===== config.mk =====
export PLATFORM = sky130hd
export DESIGN_NAME = gcd_unit
export DESIGN_NICKNAME = d
export VERILOG_FILES = /design/src/gcd_pkg.sv /design/src/gcd_ctrl.sv /design/src/gcd_dpath.sv /design/src/gcd_unit.sv
export SDC_FILE = /design/constraint.sdc
export NUM_CORES = 1
export LEC_CHECK = 0
export BUFFER_PORTS_ARGS = -buffer_cell sky130_fd_sc_hd__clkbuf_2
export CORE_ASPECT_RATIO = 0.75
export CORE_MARGIN = 5
export CORE_UTILIZATION = 50
export DETAILED_ROUTE_END_ITERATION = 16
export GPL_ROUTABILITY_DRIVEN = 0
export GPL_TIMING_DRIVEN = 0
export PLACE_DENSITY = 0.74
export SLEW_MARGIN = 20
export SYNTH_ARGS = -nofsm -noshare
export SYNTH_HDL_FRONTEND = slang
export SYNTH_HIERARCHICAL = 1
export SYNTH_SLANG_ARGS = --single-unit

===== constraint.sdc =====
create_clock -name clk -period 6.5 [get_ports clk]
set_input_delay 0.325 -clock clk [delete_from_list [all_inputs] [get_ports clk]]
set_output_delay 0.325 -clock clk [all_outputs]
set_load 0.03 [all_outputs]

===== src/gcd_pkg.sv =====
/* shared types and constants for the gcd unit
   imported by wildcard into every module header and by the testbench */

package gcd_pkg;

  //--------------------------------------------------------------------------
  // widths and message types
  //--------------------------------------------------------------------------

  // operand and result width
  localparam int GCD_W = 16;

  // one operand or one result
  typedef logic [GCD_W-1:0] gcd_operand_t;

  // request message, a sits in the upper half
  typedef struct packed {
    gcd_operand_t a;
    gcd_operand_t b;
  } gcd_req_t;

  // response message is just the result
  typedef gcd_operand_t gcd_resp_t;

  //--------------------------------------------------------------------------
  // datapath mux selects
  //--------------------------------------------------------------------------

  // next value of register a
  typedef logic [1:0] gcd_a_sel_t;

  localparam gcd_a_sel_t A_SEL_IN  = 2'd0;   // operand from the request
  localparam gcd_a_sel_t A_SEL_SUB = 2'd1;   // a - b
  localparam gcd_a_sel_t A_SEL_B   = 2'd2;   // swap in b

  // next value of register b
  typedef logic [0:0] gcd_b_sel_t;

  localparam gcd_b_sel_t B_SEL_A  = 1'b0;    // swap in a
  localparam gcd_b_sel_t B_SEL_IN = 1'b1;    // operand from the request

  //--------------------------------------------------------------------------
  // control and status between FSM and datapath
  //--------------------------------------------------------------------------

  // fsm to datapath, 5 bits
  typedef struct packed {
    gcd_a_sel_t a_sel;
    logic       a_en;
    gcd_b_sel_t b_sel;
    logic       b_en;
  } gcd_dpath_ctrl_t;

  // datapath to fsm, 2 bits
  typedef struct packed {
    logic a_lt_b;
    logic b_zero;
  } gcd_dpath_status_t;

  // control fsm state
  typedef enum logic [1:0] {
    GCD_IDLE = 2'd0,
    GCD_CALC = 2'd1,
    GCD_DONE = 2'd2
  } gcd_state_e;

endpackage


===== src/gcd_ctrl.sv =====
/* control FSM of the gcd unit
   runs the request/response handshake and steers the datapath muxes */

`timescale 1ns/100ps

module gcd_ctrl
  import gcd_pkg::*;
(
  input  logic              clk,
  input  logic              clk_reset,

  // request channel
  input  logic              req_val,
  output logic              req_rdy,

  // response channel
  output logic              resp_val,
  input  logic              resp_rdy,

  // datapath link
  input  gcd_dpath_status_t dpath_status,
  output gcd_dpath_ctrl_t   dpath_ctrl
);

  gcd_state_e state;
  gcd_state_e state_next;

  //--------------------------------------------------------------------------
  // state register
  //--------------------------------------------------------------------------

  always_ff @(posedge clk or posedge clk_reset) begin
    if (clk_reset) begin
      state <= GCD_IDLE;
    end else begin
      state <= state_next;
    end
  end

  //--------------------------------------------------------------------------
  // transitions
  //--------------------------------------------------------------------------

  always_comb begin
    state_next = state;
    case (state)
      // wait for a request
      GCD_IDLE: begin
        if (req_val && req_rdy) begin
          state_next = GCD_CALC;
        end
      end
      // finished once b hits zero and no swap is pending
      GCD_CALC: begin
        if (!dpath_status.a_lt_b && dpath_status.b_zero) begin
          state_next = GCD_DONE;
        end
      end
      // hold result until consumer takes it
      GCD_DONE: begin
        if (resp_val && resp_rdy) begin
          state_next = GCD_IDLE;
        end
      end
      default: begin
        state_next = GCD_IDLE;
      end
    endcase
  end

  //--------------------------------------------------------------------------
  // outputs, combinational from state and status
  //--------------------------------------------------------------------------

  always_comb begin
    req_rdy    = 1'b0;
    resp_val   = 1'b0;
    dpath_ctrl = '0;
    case (state)
      GCD_IDLE: begin
        // load both operands every idle cycle, the accepting edge sticks
        req_rdy          = 1'b1;
        dpath_ctrl.a_sel = A_SEL_IN;
        dpath_ctrl.a_en  = 1'b1;
        dpath_ctrl.b_sel = B_SEL_IN;
        dpath_ctrl.b_en  = 1'b1;
      end
      GCD_CALC: begin
        // swap when a < b, else subtract
        dpath_ctrl.a_sel = dpath_status.a_lt_b ? A_SEL_B : A_SEL_SUB;
        dpath_ctrl.a_en  = 1'b1;
        dpath_ctrl.b_sel = B_SEL_A;
        dpath_ctrl.b_en  = dpath_status.a_lt_b;
      end
      GCD_DONE: begin
        // registers frozen so resp stays put
        resp_val = 1'b1;
      end
      default: begin
        resp_val = 1'b0;
      end
    endcase
  end

  //--------------------------------------------------------------------------
  // checks
  //--------------------------------------------------------------------------

  // one item in flight, never accepting while offering a result
  a_one_in_flight: assert property (@(posedge clk) disable iff (clk_reset)
    !(req_rdy && resp_val));

  // stalled response is not withdrawn
  a_resp_held: assert property (@(posedge clk) disable iff (clk_reset)
    (resp_val && !resp_rdy) |=> resp_val);

endmodule


===== src/gcd_dpath.sv =====
/* datapath of the gcd unit
   operand registers with their muxes, the subtractor and the comparators */

`timescale 1ns/100ps

module gcd_dpath
  import gcd_pkg::*;
(
  input  logic              clk,
  input  logic              clk_reset,

  // request operands
  input  gcd_req_t          req,

  // fsm link
  input  gcd_dpath_ctrl_t   dpath_ctrl,
  output gcd_dpath_status_t dpath_status,

  // result
  output gcd_resp_t         resp
);

  gcd_operand_t a_reg;
  gcd_operand_t b_reg;
  gcd_operand_t a_next;
  gcd_operand_t b_next;
  gcd_operand_t sub_out;

  //--------------------------------------------------------------------------
  // input muxes
  //--------------------------------------------------------------------------

  always_comb begin
    case (dpath_ctrl.a_sel)
      A_SEL_IN:  a_next = req.a;
      A_SEL_SUB: a_next = sub_out;
      A_SEL_B:   a_next = b_reg;
      default:   a_next = a_reg;
    endcase
  end

  // b only ever takes the request or the old a
  always_comb begin
    case (dpath_ctrl.b_sel)
      B_SEL_IN: b_next = req.b;
      default:  b_next = a_reg;
    endcase
  end

  //--------------------------------------------------------------------------
  // operand registers
  //--------------------------------------------------------------------------

  always_ff @(posedge clk or posedge clk_reset) begin
    if (clk_reset) begin
      a_reg <= '0;
    end else if (dpath_ctrl.a_en) begin
      a_reg <= a_next;
    end
  end

  always_ff @(posedge clk or posedge clk_reset) begin
    if (clk_reset) begin
      b_reg <= '0;
    end else if (dpath_ctrl.b_en) begin
      b_reg <= b_next;
    end
  end

  //--------------------------------------------------------------------------
  // arithmetic and compare
  //--------------------------------------------------------------------------

  // one subtractor for both the step and the result
  assign sub_out = a_reg - b_reg;

  // done state has b == 0, so a - b is just a
  assign resp = sub_out;

  // comparisons made once here, fsm only reads the flags
  assign dpath_status.a_lt_b = (a_reg < b_reg);
  assign dpath_status.b_zero = (b_reg == '0);

  //--------------------------------------------------------------------------
  // checks
  //--------------------------------------------------------------------------

  // subtract step only taken when a >= b, so a never wraps
  a_no_wrap: assert property (@(posedge clk) disable iff (clk_reset)
    (dpath_ctrl.a_en && dpath_ctrl.a_sel == A_SEL_SUB) |-> !dpath_status.a_lt_b);

endmodule


===== src/gcd_unit.sv =====
/* top of the gcd unit, one request in flight at a time
   valid/ready request of two operands in, valid/ready result out */

`timescale 1ns/100ps

module gcd_unit
  import gcd_pkg::*;
(
  input  logic      clk,
  input  logic      clk_reset,

  // request from producer
  input  logic      req_val,
  output logic      req_rdy,
  input  gcd_req_t  req,

  // response to consumer
  output logic      resp_val,
  input  logic      resp_rdy,
  output gcd_resp_t resp
);

  // fsm controls and datapath flags
  gcd_dpath_ctrl_t   dpath_ctrl;
  gcd_dpath_status_t dpath_status;

  //--------------------------------------------------------------------------
  // control
  //--------------------------------------------------------------------------

  gcd_ctrl ctrl (
    .clk          (clk),
    .clk_reset    (clk_reset),
    .req_val      (req_val),
    .req_rdy      (req_rdy),
    .resp_val     (resp_val),
    .resp_rdy     (resp_rdy),
    .dpath_status (dpath_status),
    .dpath_ctrl   (dpath_ctrl)
  );

  //--------------------------------------------------------------------------
  // datapath
  //--------------------------------------------------------------------------

  // operands go straight in, result straight out
  gcd_dpath dpath (
    .clk          (clk),
    .clk_reset    (clk_reset),
    .req          (req),
    .dpath_ctrl   (dpath_ctrl),
    .dpath_status (dpath_status),
    .resp         (resp)
  );

endmodule

After elaboration in Yosys (flattened, before gate mapping)
Cells that the tools add are included.
{ "op_classes": {"n_addsub": 1, "magnitude_cmp": 1, "reduce_logical": 10, "muxes": 10, "eq_ne": 7} }
{ "ops": {"columns": ["cell", "n"], "rows": [
  ["one-hot mux 16 bit (3 select lines)", 1],
  ["logical NOT 16 bit", 1],
  ["less-than comparator 16 bit", 1],
  ["2-to-1 mux 16 bit", 1],
  ["subtractor 16 bit", 1],
  ["one-hot mux 5 bit (2 select lines)", 1],
  ["2-to-1 mux 2 bit", 4],
  ["inequality test 2 x 1 -> 1 bit (second input constant)", 3],
  ["one-hot mux 2 bit (3 select lines)", 1],
  ["equality test 2 x 1 -> 1 bit (second input constant)", 2],
  ["equality test 2 bit (second input constant)", 2],
  ["logical NOT 2 bit", 2],
  ["logical AND 1 bit", 3],
  ["AND reduction 3 bit", 1],
  ["nonzero test 3 bit", 1],
  ["2-to-1 mux 1 bit", 2],
  ["AND reduction 2 bit", 1],
  ["logical NOT 1 bit", 1]
]} }
{ "word_totals": {"register_bits": 34, "elab_cells": 32, "out_inout_bits": 18, "in_bits": 36} }

Depth between registers and ports, before layout
Gate-level depths: netlist of run 1.
{ "logic_depth": {"depth_word": 6, "mapped_depth": 19, "depth_no_buf": 19} }

Modules after synthesis
The synthesis of run 1 kept the hierarchy.
{ "modules_own_cells": {"columns": ["module", "area_each_um2", "instances", "cells_per_inst", "seq_area_each_um2"], "rows": [
  ["gcd_dpath", 2544.9, 1, 301, 800.8],
  ["gcd_ctrl", 131.4, 1, 15, 50.0]
]} }

Worst setup path after synthesis of run 1
Ideal clock, no wire load.
{ "synth_timing": {"kind": "reg-to-reg", "from": "reg dpath.a_reg[0]", "to": "reg dpath.a_reg[7]", "t_arrival_ns": 3.867, "path_stages_with_launch": 20, "path_buffers": 1, "path_slack_ns": 2.512, "synth_period_minus_slack_ns": 3.988, "path_cell_list": "dfrtp_1 inv_1 ha_1 inv_1 fa_1 a21oi_1 o211ai_1 a31o_2 a221o_1 a21o_1 a21oi_1 and2b_1 and2_1 inv_1 ha_1 inv_1 clkbuf_1 nand2_1 a21o_1 a22o_1"} }
{ "synth_rtl": {"columns": ["element", "line", "source"], "rows": [
  ["from (decl)", "gcd_dpath.sv:23", "gcd_operand_t a_reg;"],
  ["from (signal assigned)", "gcd_dpath.sv:58", "a_reg <= a_next;"]
]} }

==> impl_metrics.xml, run 1 <==
<?xml version="1.0" encoding="UTF-8"?>
<metrics>
  <group name="sta">
    <metric name="report.final.slew_viol_count" unit="">0</metric>
    <metric name="timing.slew.headroom" unit="%">51.03</metric>
    <metric name="tns_setup" unit="ns">0</metric>
    <metric name="fmax" unit="GHz">0.1959</metric>
    <metric name="finalHoldViolations" unit="">0</metric>
    <metric name="final.period_utilization" unit="%">78.53</metric>
    <metric name="timing_worst_slew_pin_value" unit="ns">0.7334</metric>
    <metric name="timing.final.crit_period" unit="ns">5.104</metric>
    <metric name="grt_setup_unrepaired" unit="">no</metric>
    <metric name="finalSetupViolCount" unit="">0</metric>
    <metric name="timing.hold.ws" unit="ns">0.2756</metric>
    <metric name="skew" unit="ns">0.01007</metric>
  </group>
  <group name="grt">
    <metric name="grt_start_max_net_pins" unit="">33</metric>
    <metric name="via_count_of_the_first_global_routing_pass" unit="">2508</metric>
    <metric name="grt_pass1_wl" unit="mm">12.55</metric>
    <metric name="antenna_found_initial" unit="">0</metric>
    <metric name="grt.overflow.total" unit="">0</metric>
    <metric name="overall_global_routing_usage" unit="%">23.51</metric>
  </group>
  <group name="synth">
    <metric name="post_synth.cell_area_avg" unit="um^2">8.469</metric>
    <metric name="synth_largest_area_cell" unit="">sky130_fd_sc_hd__dfrtp_1</metric>
    <metric name="synth.net_count" unit="">373</metric>
    <metric name="post_synth_fa_ha_maj_area_fraction" unit="%">10.10</metric>
    <metric name="synth.top_cell.area_share" unit="%">31.79</metric>
    <metric name="synth_sequential_area_ratio" unit="%">31.79</metric>
    <metric name="synth_simple_gate_area_share" unit="%">17.20</metric>
    <metric name="synth_compound_area_share" unit="%">24.45</metric>
    <metric name="post_synth_inst_count" unit="">316</metric>
    <metric name="synth.lib_cells_used.distinct" unit="">47</metric>
    <metric name="synth-warning-count" unit="">6</metric>
    <metric name="number_of_synthesized_flops_with_an_enable_pin" unit="">0</metric>
    <metric name="dominantRegCellSynth" unit="">sky130_fd_sc_hd__dfrtp_1</metric>
    <metric name="synth_top_family_by_area" unit="">compound AO/OA/AOI/OAI gates</metric>
    <metric name="synthesis_stage_register_bit_count" unit="">34</metric>
    <metric name="ys_async_sr_fraction" unit="%">100.0</metric>
    <metric name="synthTopCellsByArea" unit="">sky130_fd_sc_hd__dfrtp_1 (32%), sky130_fd_sc_hd__ha_1 (9.4%), sky130_fd_sc_hd__mux2i_1 (6.0%), sky130_fd_sc_hd__a21oi_1 (5.8%), sky130_fd_sc_hd__inv_1 (4.1%)</metric>
    <metric name="yosys.area_share.xor_xnor" unit="%">4.254</metric>
    <metric name="syn_area" unit="um^2">2676</metric>
    <metric name="synth_most_common_cell" unit="">sky130_fd_sc_hd__dfrtp_1</metric>
    <metric name="synth.mux.area_fraction" unit="%">5.984</metric>
    <metric name="synth.top_cells.by_count" unit="">sky130_fd_sc_hd__dfrtp_1 (34), sky130_fd_sc_hd__a21oi_1 (31), sky130_fd_sc_hd__inv_1 (29), sky130_fd_sc_hd__nor2_1 (28), sky130_fd_sc_hd__nand2_1 (21)</metric>
  </group>
  <group name="clocking">
    <metric name="cts_root_buf" unit="">sky130_fd_sc_hd__clkbuf_8</metric>
    <metric name="worst_case_clock_buffer_depth" unit="">2</metric>
    <metric name="cts_inserted_buffers" unit="">5</metric>
    <metric name="clock-sinks" unit="">34</metric>
    <metric name="post-cts-setup-buffers" unit="">0</metric>
    <metric name="cts_tree" unit="">built</metric>
    <metric name="clk_pin_slew_worst_paths" unit="ns">0.08</metric>
    <metric name="insertion_delay" unit="ns">0.29</metric>
    <metric name="ctsHtreeMaxLevel" unit="">2</metric>
  </group>
  <group name="die">
    <metric name="core_region_area" unit="um^2">5266</metric>
    <metric name="chipHeight" unit="um">73.36</metric>
    <metric name="start_util" unit="%">50.82</metric>
    <metric name="rows" unit="">23</metric>
    <metric name="floorplan.io_pins" unit="">54</metric>
    <metric name="die-width" unit="um">94.48</metric>
    <metric name="area_of_the_die" unit="um^2">6931</metric>
  </group>
  <group name="worst_hold_path">
    <metric name="hold_end" unit="">ctrl/state[0]$_DFFE_PP0P_</metric>
    <metric name="min-delay-start" unit="">req_val</metric>
    <metric name="hold_path.class" unit="">primary input to flop</metric>
    <metric name="hold-path-cell-count" unit="">2</metric>
  </group>
  <group name="setup_path">
    <metric name="critical_path_class" unit="">flop to flop</metric>
    <metric name="worstSetupEndpointType" unit="">flop</metric>
    <metric name="reg2reg_to" unit="">dpath/a_reg[7]$_DFFE_PP0P_</metric>
    <metric name="r2r_slack" unit="ns">1.40</metric>
    <metric name="worstPathMaxFanout" unit="">10</metric>
    <metric name="r2r_start" unit="">dpath/b_reg[0]$_DFFE_PP0P_</metric>
    <metric name="cp.arrival" unit="ns">5.29</metric>
    <metric name="worst_path_required_time" unit="ns">6.68</metric>
    <metric name="worstSetupStartpointType" unit="">flop</metric>
    <metric name="reg2regPathDepth" unit="">18</metric>
  </group>
  <group name="final_layout">
    <metric name="fillerInstances" unit="">505</metric>
    <metric name="area_growth" unit="%">16.88</metric>
    <metric name="layout.nets" unit="">434</metric>
    <metric name="count_of_antenna_diodes_in_the_layout" unit="">0</metric>
    <metric name="layout_cells_sized_above_1" unit="%">19.68</metric>
  </group>
  <group name="routing">
    <metric name="routed-via-count" unit="">2603</metric>
    <metric name="wirelength" unit="mm">7.758</metric>
    <metric name="route.detailed.wl_per_inst" unit="um">17.20</metric>
    <metric name="drt_first_pass_iters" unit="">4</metric>
    <metric name="route.detailed.drc" unit="">0</metric>
    <metric name="route.detailed.vias_per_inst" unit="">5.772</metric>
    <metric name="drt-initial-drc-count" unit="">192</metric>
    <metric name="ant_nets" unit="">0</metric>
  </group>
  <group name="place">
    <metric name="port_buffers" unit="">53</metric>
    <metric name="place.detailed.hpwl" unit="mm">5.789</metric>
  </group>
  <group name="flow_run">
    <metric name="reported_max_cap_violation_count" unit="">0</metric>
  </group>
  <group name="status">
    <metric name="run_status" unit="">finished clean</metric>
  </group>
</metrics>
==> repair_timing <==
item,4_1_cts,5_1_grt
gates resized for setup,0,0
hold buffers,1,0
endpoints found under the hold margin,2,0
==> layout make-up <==
| cell class | instances | area (um^2) | area share [%] |
|---|---|---|---|
| buffer | 14 | 57.56 | 1.840 |
| clock buffer | 6 | 82.58 | 2.640 |
| inverter | 29 | 108.9 | 3.480 |
| multi-input combinational | 239 | 1659 | 53.04 |
| sequential | 34 | 850.8 | 27.20 |
| tap | 75 | 93.84 | 3.000 |
| timing repair buffer | 54 | 275.3 | 8.800 |
==> layout by cell type (no fill, tap or decap), types with 6 or more instances in the layout <==
master,netlist,routed
sky130_fd_sc_hd__xnor2_1,8,8
sky130_fd_sc_hd__o21ai_0,18,18
sky130_fd_sc_hd__nor2_1,28,28
sky130_fd_sc_hd__nand2b_1,7,7
sky130_fd_sc_hd__dfrtp_1,34,34
sky130_fd_sc_hd__a21oi_1,31,31
sky130_fd_sc_hd__mux2i_1,16,16
sky130_fd_sc_hd__a21o_1,9,9
sky130_fd_sc_hd__ha_1,20,20
sky130_fd_sc_hd__inv_1,29,28
sky130_fd_sc_hd__a31o_2,6,6
sky130_fd_sc_hd__and3_1,7,7
sky130_fd_sc_hd__nand2_1,21,21
sky130_fd_sc_hd__clkbuf_8,0,6
sky130_fd_sc_hd__clkbuf_2,0,53
sky130_fd_sc_hd__clkbuf_1,12,12
sky130_fd_sc_hd__nor3_1,13,13
==> stage by stage <==
stage | std cells | util, % | area, um^2 | setup WS [ns]
3_3_place_gp | 444 | 57.64 | 3035 | 1.695
5_1_grt | 451 | 59.40 | 3128 | 1.192
2_1_floorplan | 316 | - | 2676 | 2.512
6_report | 451 | 59.40 | 3128 | 1.396
3_5_place_dp | 444 | 57.64 | 3035 | 1.579
4_1_cts | 451 | 59.40 | 3128 | 1.569
==> layer usage <==
metal	up-vias	track usage, %	wire length, um
li1	1244	-	-
met1	1250	33.95	3632
met2	104	36.95	3504
met3	5	4.197	562
met4	0	5.120	59
met5	-	0	0
==> how the worst max path moves through the flow <==
stage	startpoint	end	slack, ns
3_3_place_gp	dpath/a_reg[0]$_DFFE_PP0P_	dpath/a_reg[7]$_DFFE_PP0P_	1.69
6_report	dpath/b_reg[0]$_DFFE_PP0P_	dpath/a_reg[7]$_DFFE_PP0P_	1.40
5_1_grt	dpath/a_reg[0]$_DFFE_PP0P_	dpath/a_reg[3]$_DFFE_PP0P_	1.19
2_1_floorplan	dpath/a_reg[0]$_DFFE_PP0P_	dpath/a_reg[7]$_DFFE_PP0P_	2.51
4_1_cts	dpath/a_reg[0]$_DFFE_PP0P_	dpath/a_reg[7]$_DFFE_PP0P_	1.57
3_5_place_dp	dpath/a_reg[0]$_DFFE_PP0P_	dpath/a_reg[7]$_DFFE_PP0P_	1.58
==> critical path, cell delays in order, from the launching register on <==
cell	delay, ns
sky130_fd_sc_hd__dfrtp_1	0.45
sky130_fd_sc_hd__ha_1	0.18
sky130_fd_sc_hd__inv_1	0.04
sky130_fd_sc_hd__fa_1	0.40
sky130_fd_sc_hd__a21oi_1	0.31
sky130_fd_sc_hd__o211ai_1	0.22
sky130_fd_sc_hd__a31o_2	0.24
sky130_fd_sc_hd__a221o_1	0.31
sky130_fd_sc_hd__a21o_1	0.21
sky130_fd_sc_hd__a21oi_1	0.22
sky130_fd_sc_hd__and2b_1	0.22
sky130_fd_sc_hd__and2_1	0.19
sky130_fd_sc_hd__inv_1	0.06
sky130_fd_sc_hd__ha_1	0.36
sky130_fd_sc_hd__inv_1	0.28
sky130_fd_sc_hd__clkbuf_1	0.51
sky130_fd_sc_hd__nand2_1	0.34
sky130_fd_sc_hd__a21o_1	0.25
sky130_fd_sc_hd__a22o_1	0.22
==> kinds of logic after synthesis <==
kind of cell               Yosys count
adders and majority gates           21
DFF                                 34
xor gates and xnor gates            13
muxes                               16
and+or+nand+nor                     95
buffers and inverters               43
AOI/OAI and AO/OA                   94
Power of run 1 is left out: the tool's default activity adds up to more than one toggle a clock period on the data nets, which glitch-free logic cannot reach.
==> run 2, diff against run 1 <==
ABC_AREA = 1   (was default)
PLACE_DENSITY = 0.73   (was 0.74)
clock period = 4.8 ns   (was 6.5 ns; I/O delays follow)
==> impl_metrics.xml, run 2 <==
<?xml version="1.0" encoding="UTF-8"?>
<metrics>
  <group name="sta">
    <metric name="timing.slew.headroom" unit="%">52.99</metric>
    <metric name="finalHoldViolations" unit="">0</metric>
    <metric name="timing.final.crit_period" unit="ns">3.686</metric>
    <metric name="report.final.slew_viol_count" unit="">0</metric>
    <metric name="layout_setup_ws" unit="ns">1.114</metric>
    <metric name="fmax" unit="GHz">0.2713</metric>
    <metric name="finalSetupViolCount" unit="">0</metric>
    <metric name="tns_setup" unit="ns">0</metric>
    <metric name="final.period_utilization" unit="%">76.80</metric>
    <metric name="timing_worst_slew_pin_value" unit="ns">0.7041</metric>
    <metric name="grt_setup_unrepaired" unit="">no</metric>
    <metric name="skew" unit="ns">0.004036</metric>
  </group>
  <group name="setup_path">
    <metric name="r2r_start" unit="">dpath/a_reg[0]$_DFFE_PP0P_</metric>
    <metric name="worstSetupEndpointType" unit="">flop</metric>
    <metric name="reg2reg_to" unit="">dpath/a_reg[11]$_DFFE_PP0P_</metric>
    <metric name="worst_path_required_time" unit="ns">4.98</metric>
    <metric name="reg2regPathDepth" unit="">22</metric>
    <metric name="worstSetupStartpointType" unit="">flop</metric>
    <metric name="worstPathMaxFanout" unit="">10</metric>
    <metric name="cp.arrival" unit="ns">3.87</metric>
    <metric name="critical_path_class" unit="">flop to flop</metric>
    <metric name="r2r_slack" unit="ns">1.11</metric>
  </group>
  <group name="final_layout">
    <metric name="leading_cell_type_in_the_layout_fill_and_taps_excluded" unit="">sky130_fd_sc_hd__nand2_1</metric>
    <metric name="count_of_antenna_diodes_in_the_layout" unit="">0</metric>
    <metric name="multi_input_comb_area" unit="um^2">1692</metric>
    <metric name="final-instance-count-excl-fill" unit="">588</metric>
    <metric name="commonest_non_fill_non_tap_cells_in_the_layout" unit="">sky130_fd_sc_hd__nand2_1 (133), sky130_fd_sc_hd__inv_1 (71), sky130_fd_sc_hd__clkbuf_2 (53), sky130_fd_sc_hd__nor2_1 (49), sky130_fd_sc_hd__dfrtp_1 (34)</metric>
    <metric name="layout_cells_sized_above_1" unit="%">15.88</metric>
    <metric name="area.sequential" unit="um^2">850.8</metric>
    <metric name="fillerInstances" unit="">555</metric>
    <metric name="area_growth" unit="%">16.05</metric>
    <metric name="layout.nets" unit="">566</metric>
  </group>
  <group name="power_and_ir_drop">
    <metric name="p_per_area" unit="nW/um^2">157.9</metric>
    <metric name="internal-power" unit="uW">412.9</metric>
    <metric name="power" unit="uW">529.9</metric>
    <metric name="comb_power_share" unit="%">4.1</metric>
    <metric name="power_leakage" unit="nW">1.805</metric>
    <metric name="share_of_total_power_consumed_by_net_switching" unit="%">22.08</metric>
    <metric name="clockPowerShare" unit="%">41.9</metric>
    <metric name="switching_power" unit="uW">117.0</metric>
    <metric name="vdd_ir_max" unit="mV">0.1126</metric>
    <metric name="seq_power_share" unit="%">54.0</metric>
  </group>
  <group name="die">
    <metric name="rows" unit="">24</metric>
    <metric name="area_of_the_die" unit="um^2">7420</metric>
    <metric name="chipHeight" unit="um">75.86</metric>
    <metric name="floorplan.io_pins" unit="">54</metric>
    <metric name="die-width" unit="um">97.81</metric>
    <metric name="core_region_area" unit="um^2">5705</metric>
    <metric name="start_util" unit="%">50.68</metric>
  </group>
  <group name="routing">
    <metric name="route.detailed.drc" unit="">0</metric>
    <metric name="drt_first_pass_iters" unit="">5</metric>
    <metric name="route.detailed.vias_per_inst" unit="">5.267</metric>
    <metric name="routed-via-count" unit="">3097</metric>
    <metric name="drt-initial-drc-count" unit="">233</metric>
    <metric name="route.detailed.wl_per_inst" unit="um">14.74</metric>
    <metric name="wirelength" unit="mm">8.668</metric>
    <metric name="ant_nets" unit="">0</metric>
  </group>
  <group name="clocking">
    <metric name="cts_root_buf" unit="">sky130_fd_sc_hd__clkbuf_8</metric>
    <metric name="worst_case_clock_buffer_depth" unit="">2</metric>
    <metric name="insertion_delay" unit="ns">0.29</metric>
    <metric name="clk_pin_slew_worst_paths" unit="ns">0.07</metric>
    <metric name="cts_inserted_buffers" unit="">5</metric>
    <metric name="cts_tree" unit="">built</metric>
    <metric name="clock-sinks" unit="">34</metric>
    <metric name="ctsHtreeMaxLevel" unit="">2</metric>
    <metric name="post_cts_resize_count" unit="">0</metric>
  </group>
  <group name="synth">
    <metric name="post_synth_inst_count" unit="">448</metric>
    <metric name="synth-warning-count" unit="">6</metric>
    <metric name="synth_largest_area_cell" unit="">sky130_fd_sc_hd__dfrtp_1</metric>
    <metric name="synth.top_cell.area_share" unit="%">29.42</metric>
    <metric name="synth.top_cells.by_count" unit="">sky130_fd_sc_hd__nand2_1 (133), sky130_fd_sc_hd__inv_1 (72), sky130_fd_sc_hd__nor2_1 (49), sky130_fd_sc_hd__dfrtp_1 (34), sky130_fd_sc_hd__a21oi_1 (29)</metric>
    <metric name="number_of_synthesized_flops_with_an_enable_pin" unit="">0</metric>
    <metric name="synth.lib_cells_used.distinct" unit="">31</metric>
    <metric name="post_synth.cell_area_avg" unit="um^2">6.454</metric>
    <metric name="dominantRegCellSynth" unit="">sky130_fd_sc_hd__dfrtp_1</metric>
    <metric name="synth.net_count" unit="">505</metric>
    <metric name="synth_most_common_cell" unit="">sky130_fd_sc_hd__nand2_1</metric>
    <metric name="ys_async_sr_fraction" unit="%">100.0</metric>
    <metric name="synthesis_stage_register_bit_count" unit="">34</metric>
    <metric name="synth_sequential_area_ratio" unit="%">29.42</metric>
    <metric name="synthTopCellsByArea" unit="">sky130_fd_sc_hd__dfrtp_1 (29%), sky130_fd_sc_hd__nand2_1 (17%), sky130_fd_sc_hd__inv_1 (9.3%), sky130_fd_sc_hd__ha_1 (8.7%), sky130_fd_sc_hd__nor2_1 (6.4%)</metric>
    <metric name="syn_area" unit="um^2">2892</metric>
  </group>
  <group name="grt">
    <metric name="via_count_of_the_first_global_routing_pass" unit="">2884</metric>
    <metric name="antenna_found_initial" unit="">0</metric>
    <metric name="overall_global_routing_usage" unit="%">23.36</metric>
    <metric name="grt.overflow.total" unit="">0</metric>
    <metric name="grt_pass1_wl" unit="mm">13.53</metric>
    <metric name="grt_start_max_net_pins" unit="">33</metric>
  </group>
  <group name="worst_hold_path">
    <metric name="hold_path.class" unit="">primary input to flop</metric>
    <metric name="hold-path-cell-count" unit="">3</metric>
    <metric name="hold_end" unit="">dpath/a_reg[3]$_DFFE_PP0P_</metric>
    <metric name="min-delay-start" unit="">req[19]</metric>
  </group>
  <group name="place">
    <metric name="place.detailed.hpwl" unit="mm">6.673</metric>
    <metric name="place_ws" unit="ns">1.175</metric>
    <metric name="placed_cells_incl_taps" unit="">579</metric>
    <metric name="port_buffers" unit="">53</metric>
  </group>
  <group name="status">
    <metric name="run_status" unit="">finished clean</metric>
  </group>
  <group name="flow_run">
    <metric name="reported_max_cap_violation_count" unit="">0</metric>
  </group>
</metrics>
run 2: layout make-up:
cell class,count,area share (%)
multi-input combinational,325,50.41
sequential,34,25.35
inverter,74,8.277
timing repair buffer,54,8.203
tap,78,2.908
clock buffer,7,2.573
buffer,15,2.125
clock inverter,1,0.1491
run 2: critical path, stage by stage, from the launching register on:
cell                       delay [ns]
sky130_fd_sc_hd__dfrtp_1         0.40
sky130_fd_sc_hd__inv_1           0.09
sky130_fd_sc_hd__ha_1            0.14
sky130_fd_sc_hd__inv_1           0.06
sky130_fd_sc_hd__fa_1            0.45
sky130_fd_sc_hd__nand2_1         0.10
sky130_fd_sc_hd__nand2_1         0.05
sky130_fd_sc_hd__nand3_1         0.08
sky130_fd_sc_hd__nand2_2         0.09
sky130_fd_sc_hd__nand2_1         0.12
sky130_fd_sc_hd__nand2_1         0.06
sky130_fd_sc_hd__nand2_1         0.10
sky130_fd_sc_hd__nand2_1         0.06
sky130_fd_sc_hd__a21oi_1         0.24
sky130_fd_sc_hd__inv_1           0.09
sky130_fd_sc_hd__nor2_1          0.24
sky130_fd_sc_hd__ha_1            0.20
sky130_fd_sc_hd__nor2_1          0.12
sky130_fd_sc_hd__inv_2           0.18
sky130_fd_sc_hd__clkbuf_1        0.47
sky130_fd_sc_hd__nor2_1          0.09
sky130_fd_sc_hd__nand2_1         0.09
sky130_fd_sc_hd__nand2_1         0.05
run 2: worst max path at each step:
stage / startpoint / to / slack [ns] / cells past startpoint
3_5_place_dp: dpath/a_reg[0]$_DFFE_PP0P_ / dpath/a_reg[11]$_DFFE_PP0P_ / 1.17 / 22
4_1_cts: dpath/a_reg[0]$_DFFE_PP0P_ / dpath/a_reg[11]$_DFFE_PP0P_ / 1.17 / 22
2_1_floorplan: dpath/a_reg[0]$_DFFE_PP0P_ / dpath/a_reg[11]$_DFFE_PP0P_ / 1.86 / 23
5_1_grt: dpath/a_reg[0]$_DFFE_PP0P_ / dpath/a_reg[11]$_DFFE_PP0P_ / 0.78 / 22
6_report: dpath/a_reg[0]$_DFFE_PP0P_ / dpath/a_reg[11]$_DFFE_PP0P_ / 1.11 / 22
3_3_place_gp: dpath/a_reg[0]$_DFFE_PP0P_ / dpath/a_reg[15]$_DFFE_PP0P_ / 1.26 / 22
run 2: power by group through the flow:
stage / sequential, mW / clock (mW) / combinational, mW
finish: 0.286 / 0.222 / 0.0215
global route: 0.286 / 0.239 / 0.0245
CTS: 0.286 / 0.225 / 0.0219
detailed placement: 0.292 / 0 / 0.0211
global placement: 0.292 / 0 / 0.0208
floorplan: 0.292 / 0 / 0.00471
run 2: metal layers:
metal / routed length (um) / vias up / share of wire (%) / global-route usage, %
met5: 0 / - / 0 / 0
met2: 3760 / 154 / 43 / 36.37
met1: 3960 / 1401 / 46 / 32.92
met3: 862 / 11 / 9.9 / 5.306
li1: - / 1531 / - / -
met4: 85 / 0 / 0.98 / 6.912
run 2: logic make-up (layout without fill, tap and decap cells):
kind of cell    Yosys count  count (layout)  share of synthesized area [%]
simple gates            222             222                          31.89
buf+inv                  89             151                          12.07
compound gates           75              75                          14.37
flops                    34              34                          29.42
fa+ha+maj                21              21                          9.347
xor+xnor                  7               7                          2.899
run 2: what timing repair did:
| action | 4_1_cts | 5_1_grt |
|---|---|---|
| hold buffers | 1 | 0 |
| setup buffers | 0 | 0 |
| hold endpoints to repair | 2 | 0 |
run 2: per-stage QoR:
stage	utilization [%]	area, um^2	hold slack, ns
after floorplan	-	2892	-0.01882
after global placement	57.04	3254	0.08292
after detailed placement	57.04	3254	0.09343
after CTS	58.82	3356	0.1760
after global routing	58.82	3356	0.1783
final	58.82	3356	0.1789
(Power assumes the default switching activity.)
==> run 3, diff against run 2 <==
clock period = 3.55 ns   (was 4.8 ns; I/O delays follow)
==> impl_metrics.xml, run 3 (same netlist as run 2, synthesis figures left out) <==
<?xml version="1.0" encoding="UTF-8"?>
<metrics>
  <group name="die">
    <metric name="area_of_the_die" unit="um^2">7420</metric>
    <metric name="chipHeight" unit="um">75.86</metric>
    <metric name="floorplan.io_pins" unit="">54</metric>
    <metric name="start_util" unit="%">50.68</metric>
    <metric name="core_region_area" unit="um^2">5705</metric>
    <metric name="rows" unit="">24</metric>
    <metric name="die-width" unit="um">97.81</metric>
  </group>
  <group name="clocking">
    <metric name="ctsHtreeMaxLevel" unit="">2</metric>
    <metric name="clk_pin_slew_worst_paths" unit="ns">0.07</metric>
    <metric name="worst_case_clock_buffer_depth" unit="">2</metric>
    <metric name="cts_tree" unit="">built</metric>
    <metric name="clock-sinks" unit="">34</metric>
    <metric name="cts_inserted_buffers" unit="">5</metric>
    <metric name="post-cts-setup-buffers" unit="">0</metric>
    <metric name="insertion_delay" unit="ns">0.29</metric>
    <metric name="cts_root_buf" unit="">sky130_fd_sc_hd__clkbuf_8</metric>
  </group>
  <group name="status">
    <metric name="run_status" unit="">finished clean</metric>
  </group>
  <group name="power_and_ir_drop">
    <metric name="p_per_area" unit="nW/um^2">212.4</metric>
    <metric name="internal-power" unit="uW">558.3</metric>
    <metric name="comb_power_share" unit="%">4.1</metric>
    <metric name="share_of_total_power_consumed_by_net_switching" unit="%">22.16</metric>
    <metric name="power_leakage" unit="nW">1.812</metric>
    <metric name="clockPowerShare" unit="%">42.0</metric>
    <metric name="seq_power_share" unit="%">54.0</metric>
    <metric name="power" unit="uW">717.2</metric>
    <metric name="switching_power" unit="uW">158.9</metric>
    <metric name="vdd_ir_max" unit="mV">0.1517</metric>
  </group>
  <group name="routing">
    <metric name="route.detailed.wl_per_inst" unit="um">14.80</metric>
    <metric name="route.detailed.vias_per_inst" unit="">5.366</metric>
    <metric name="drt_first_pass_iters" unit="">6</metric>
    <metric name="wirelength" unit="mm">8.689</metric>
    <metric name="routed-via-count" unit="">3150</metric>
    <metric name="ant_nets" unit="">0</metric>
    <metric name="route.detailed.drc" unit="">0</metric>
    <metric name="drt-initial-drc-count" unit="">216</metric>
  </group>
  <group name="final_layout">
    <metric name="leading_cell_type_in_the_layout_fill_and_taps_excluded" unit="">sky130_fd_sc_hd__nand2_1</metric>
    <metric name="finished_cell_area" unit="um^2">3376</metric>
    <metric name="commonest_non_fill_non_tap_cells_in_the_layout" unit="">sky130_fd_sc_hd__nand2_1 (133), sky130_fd_sc_hd__inv_1 (70), sky130_fd_sc_hd__clkbuf_2 (54), sky130_fd_sc_hd__nor2_1 (47), sky130_fd_sc_hd__dfrtp_1 (34)</metric>
    <metric name="final_core_utilization" unit="%">59.17</metric>
    <metric name="count_of_antenna_diodes_in_the_layout" unit="">0</metric>
    <metric name="layout_cells_sized_above_1" unit="%">17.29</metric>
    <metric name="layout.nets" unit="">565</metric>
    <metric name="final-instance-count-excl-fill" unit="">587</metric>
    <metric name="area_growth" unit="%">16.75</metric>
  </group>
  <group name="setup_path">
    <metric name="worst_path_most_repeated_cell" unit="">sky130_fd_sc_hd__nand2_1</metric>
    <metric name="worstSetupEndpointType" unit="">flop</metric>
    <metric name="largest_stage_delay_on_the_critical_path" unit="ns">0.40</metric>
    <metric name="worst_path_required_time" unit="ns">3.73</metric>
    <metric name="critical_path_class" unit="">flop to flop</metric>
    <metric name="r2r_start" unit="">dpath/a_reg[0]$_DFFE_PP0P_</metric>
    <metric name="worstPathMaxFanout" unit="">10</metric>
    <metric name="timing.critical_path.cells" unit="">inv_1 -&gt; ha_1 -&gt; inv_1 -&gt; fa_2 -&gt; nand2_1 -&gt; nand2_1 -&gt; nand3_1 -&gt; nand2_2 -&gt; nand2_1 -&gt; nand2_1 -&gt; nand2_1 -&gt; nand2_1 -&gt; a21oi_2 -&gt; inv_1 -&gt; nor2_4 -&gt; ha_1 -&gt; buf_2 -&gt; clkbuf_4 -&gt; a21oi_1 -&gt; nand2_1 -&gt; nand2_1 -&gt; nand2_1</metric>
    <metric name="worstSetupStartpointType" unit="">flop</metric>
    <metric name="cp.arrival" unit="ns">3.45</metric>
    <metric name="critical-path-slowest-cell" unit="">sky130_fd_sc_hd__dfrtp_1</metric>
    <metric name="crit_path_start" unit="">dpath/a_reg[0]$_DFFE_PP0P_</metric>
  </group>
  <group name="place">
    <metric name="place.detailed.hpwl" unit="mm">6.673</metric>
    <metric name="placed_instance_area" unit="um^2">3254</metric>
    <metric name="port_buffers" unit="">53</metric>
    <metric name="placed_cells_incl_taps" unit="">579</metric>
  </group>
  <group name="sta">
    <metric name="timing.slew.headroom" unit="%">52.14</metric>
    <metric name="finalSetupViolCount" unit="">0</metric>
    <metric name="fmax" unit="GHz">0.3058</metric>
    <metric name="final.period_utilization" unit="%">92.13</metric>
    <metric name="grt_setup_unrepaired" unit="">no</metric>
    <metric name="timing.final.crit_period" unit="ns">3.270</metric>
    <metric name="report.final.slew_viol_count" unit="">0</metric>
    <metric name="finalHoldViolations" unit="">0</metric>
    <metric name="skew" unit="ns">0.005048</metric>
    <metric name="timing_worst_slew_pin_value" unit="ns">0.7168</metric>
  </group>
  <group name="flow_run">
    <metric name="reported_max_cap_violation_count" unit="">0</metric>
  </group>
  <group name="grt">
    <metric name="antenna_found_initial" unit="">0</metric>
    <metric name="grt.overflow.total" unit="">0</metric>
    <metric name="grt_start_max_net_pins" unit="">33</metric>
    <metric name="overall_global_routing_usage" unit="%">23.40</metric>
    <metric name="via_count_of_the_first_global_routing_pass" unit="">2891</metric>
    <metric name="grt_pass1_wl" unit="mm">13.56</metric>
  </group>
  <group name="worst_hold_path">
    <metric name="hold_path.class" unit="">primary input to flop</metric>
    <metric name="min-delay-start" unit="">req[19]</metric>
  </group>
</metrics>
run 3: routing by layer:
layer,part of all wire (%),vias to the layer above,global-route usage [%]
li1,-,1531,-
met1,46,1452,32.92
met2,44,156,36.52
met3,8.9,11,5.306
met4,1.0,0,6.912
met5,0,-,0
run 3: worst paths after layout:
path / cells after the start / slack (ns) / to
worst max-delay path: 22 / 0.28 / dpath/a_reg[15]$_DFFE_PP0P_
worst min-delay path: 3 / 0.12 / dpath/a_reg[3]$_DFFE_PP0P_
worst max register to register: 22 / 0.28 / dpath/a_reg[15]$_DFFE_PP0P_
worst min register to register: 2 / 0.52 / dpath/a_reg[10]$_DFFE_PP0P_
max in group asynchronous: 3 / 2.55 / dpath/a_reg[12]$_DFFE_PP0P_
min in group asynchronous: 3 / 0.27 / ctrl/state[1]$_DFFE_PP0P_
run 3: metrics by stage:
stage | setup slack (ns) | setup TNS, ns | hold slack [ns]
finish | 0.2795 | 0 | 0.1189
global route | 0.03072 | 0 | 0.1158
CTS | 0.01536 | 0 | 0.1135
detailed placement | -0.07508 | -0.3370 | 0.03093
global placement | 0.005480 | 0 | 0.02042
floorplan | 0.6136 | 0 | -0.08132
run 3: power groups by stage:
| stage | Clock [mW] | Combinational [mW] | Sequential, mW |
|---|---|---|---|
| 6_report | 0.301 | 0.0291 | 0.387 |
| 5_1_grt | 0.323 | 0.0331 | 0.387 |
| 4_1_cts | 0.304 | 0.0296 | 0.387 |
| 3_5_place_dp | 0 | 0.0286 | 0.395 |
| 3_3_place_gp | 0 | 0.0281 | 0.395 |
| 2_1_floorplan | 0 | 0.00636 | 0.395 |
run 3: cell type report:
cell class              instances  area, um^2
fillers                       554        2330
multi-input cells             325        1708
flip-flops and latches         34       850.8
inverters                      74       277.8
repair buffers                 54       275.3
well taps                      78       97.59
clock buffers                   7       86.33
plain buffers                  14       75.07
clock inverters                 1       5.005
run 3: repair_timing:
action                                  4_1_cts  5_1_grt
endpoints found under the setup margin       10       19
hold endpoints to repair                      2        0
hold buffers                                  1        0
gates resized for setup                       2       10
run 3: critical path: cells and delay by family (launching register included):
| kind | cells | cell delay, ns |
|---|---|---|
| flops | 1 | 0.40 |
| fa+ha+maj | 3 | 0.75 |
| buf+inv | 5 | 0.66 |
| simple gates | 12 | 0.97 |
| compound gates | 2 | 0.36 |
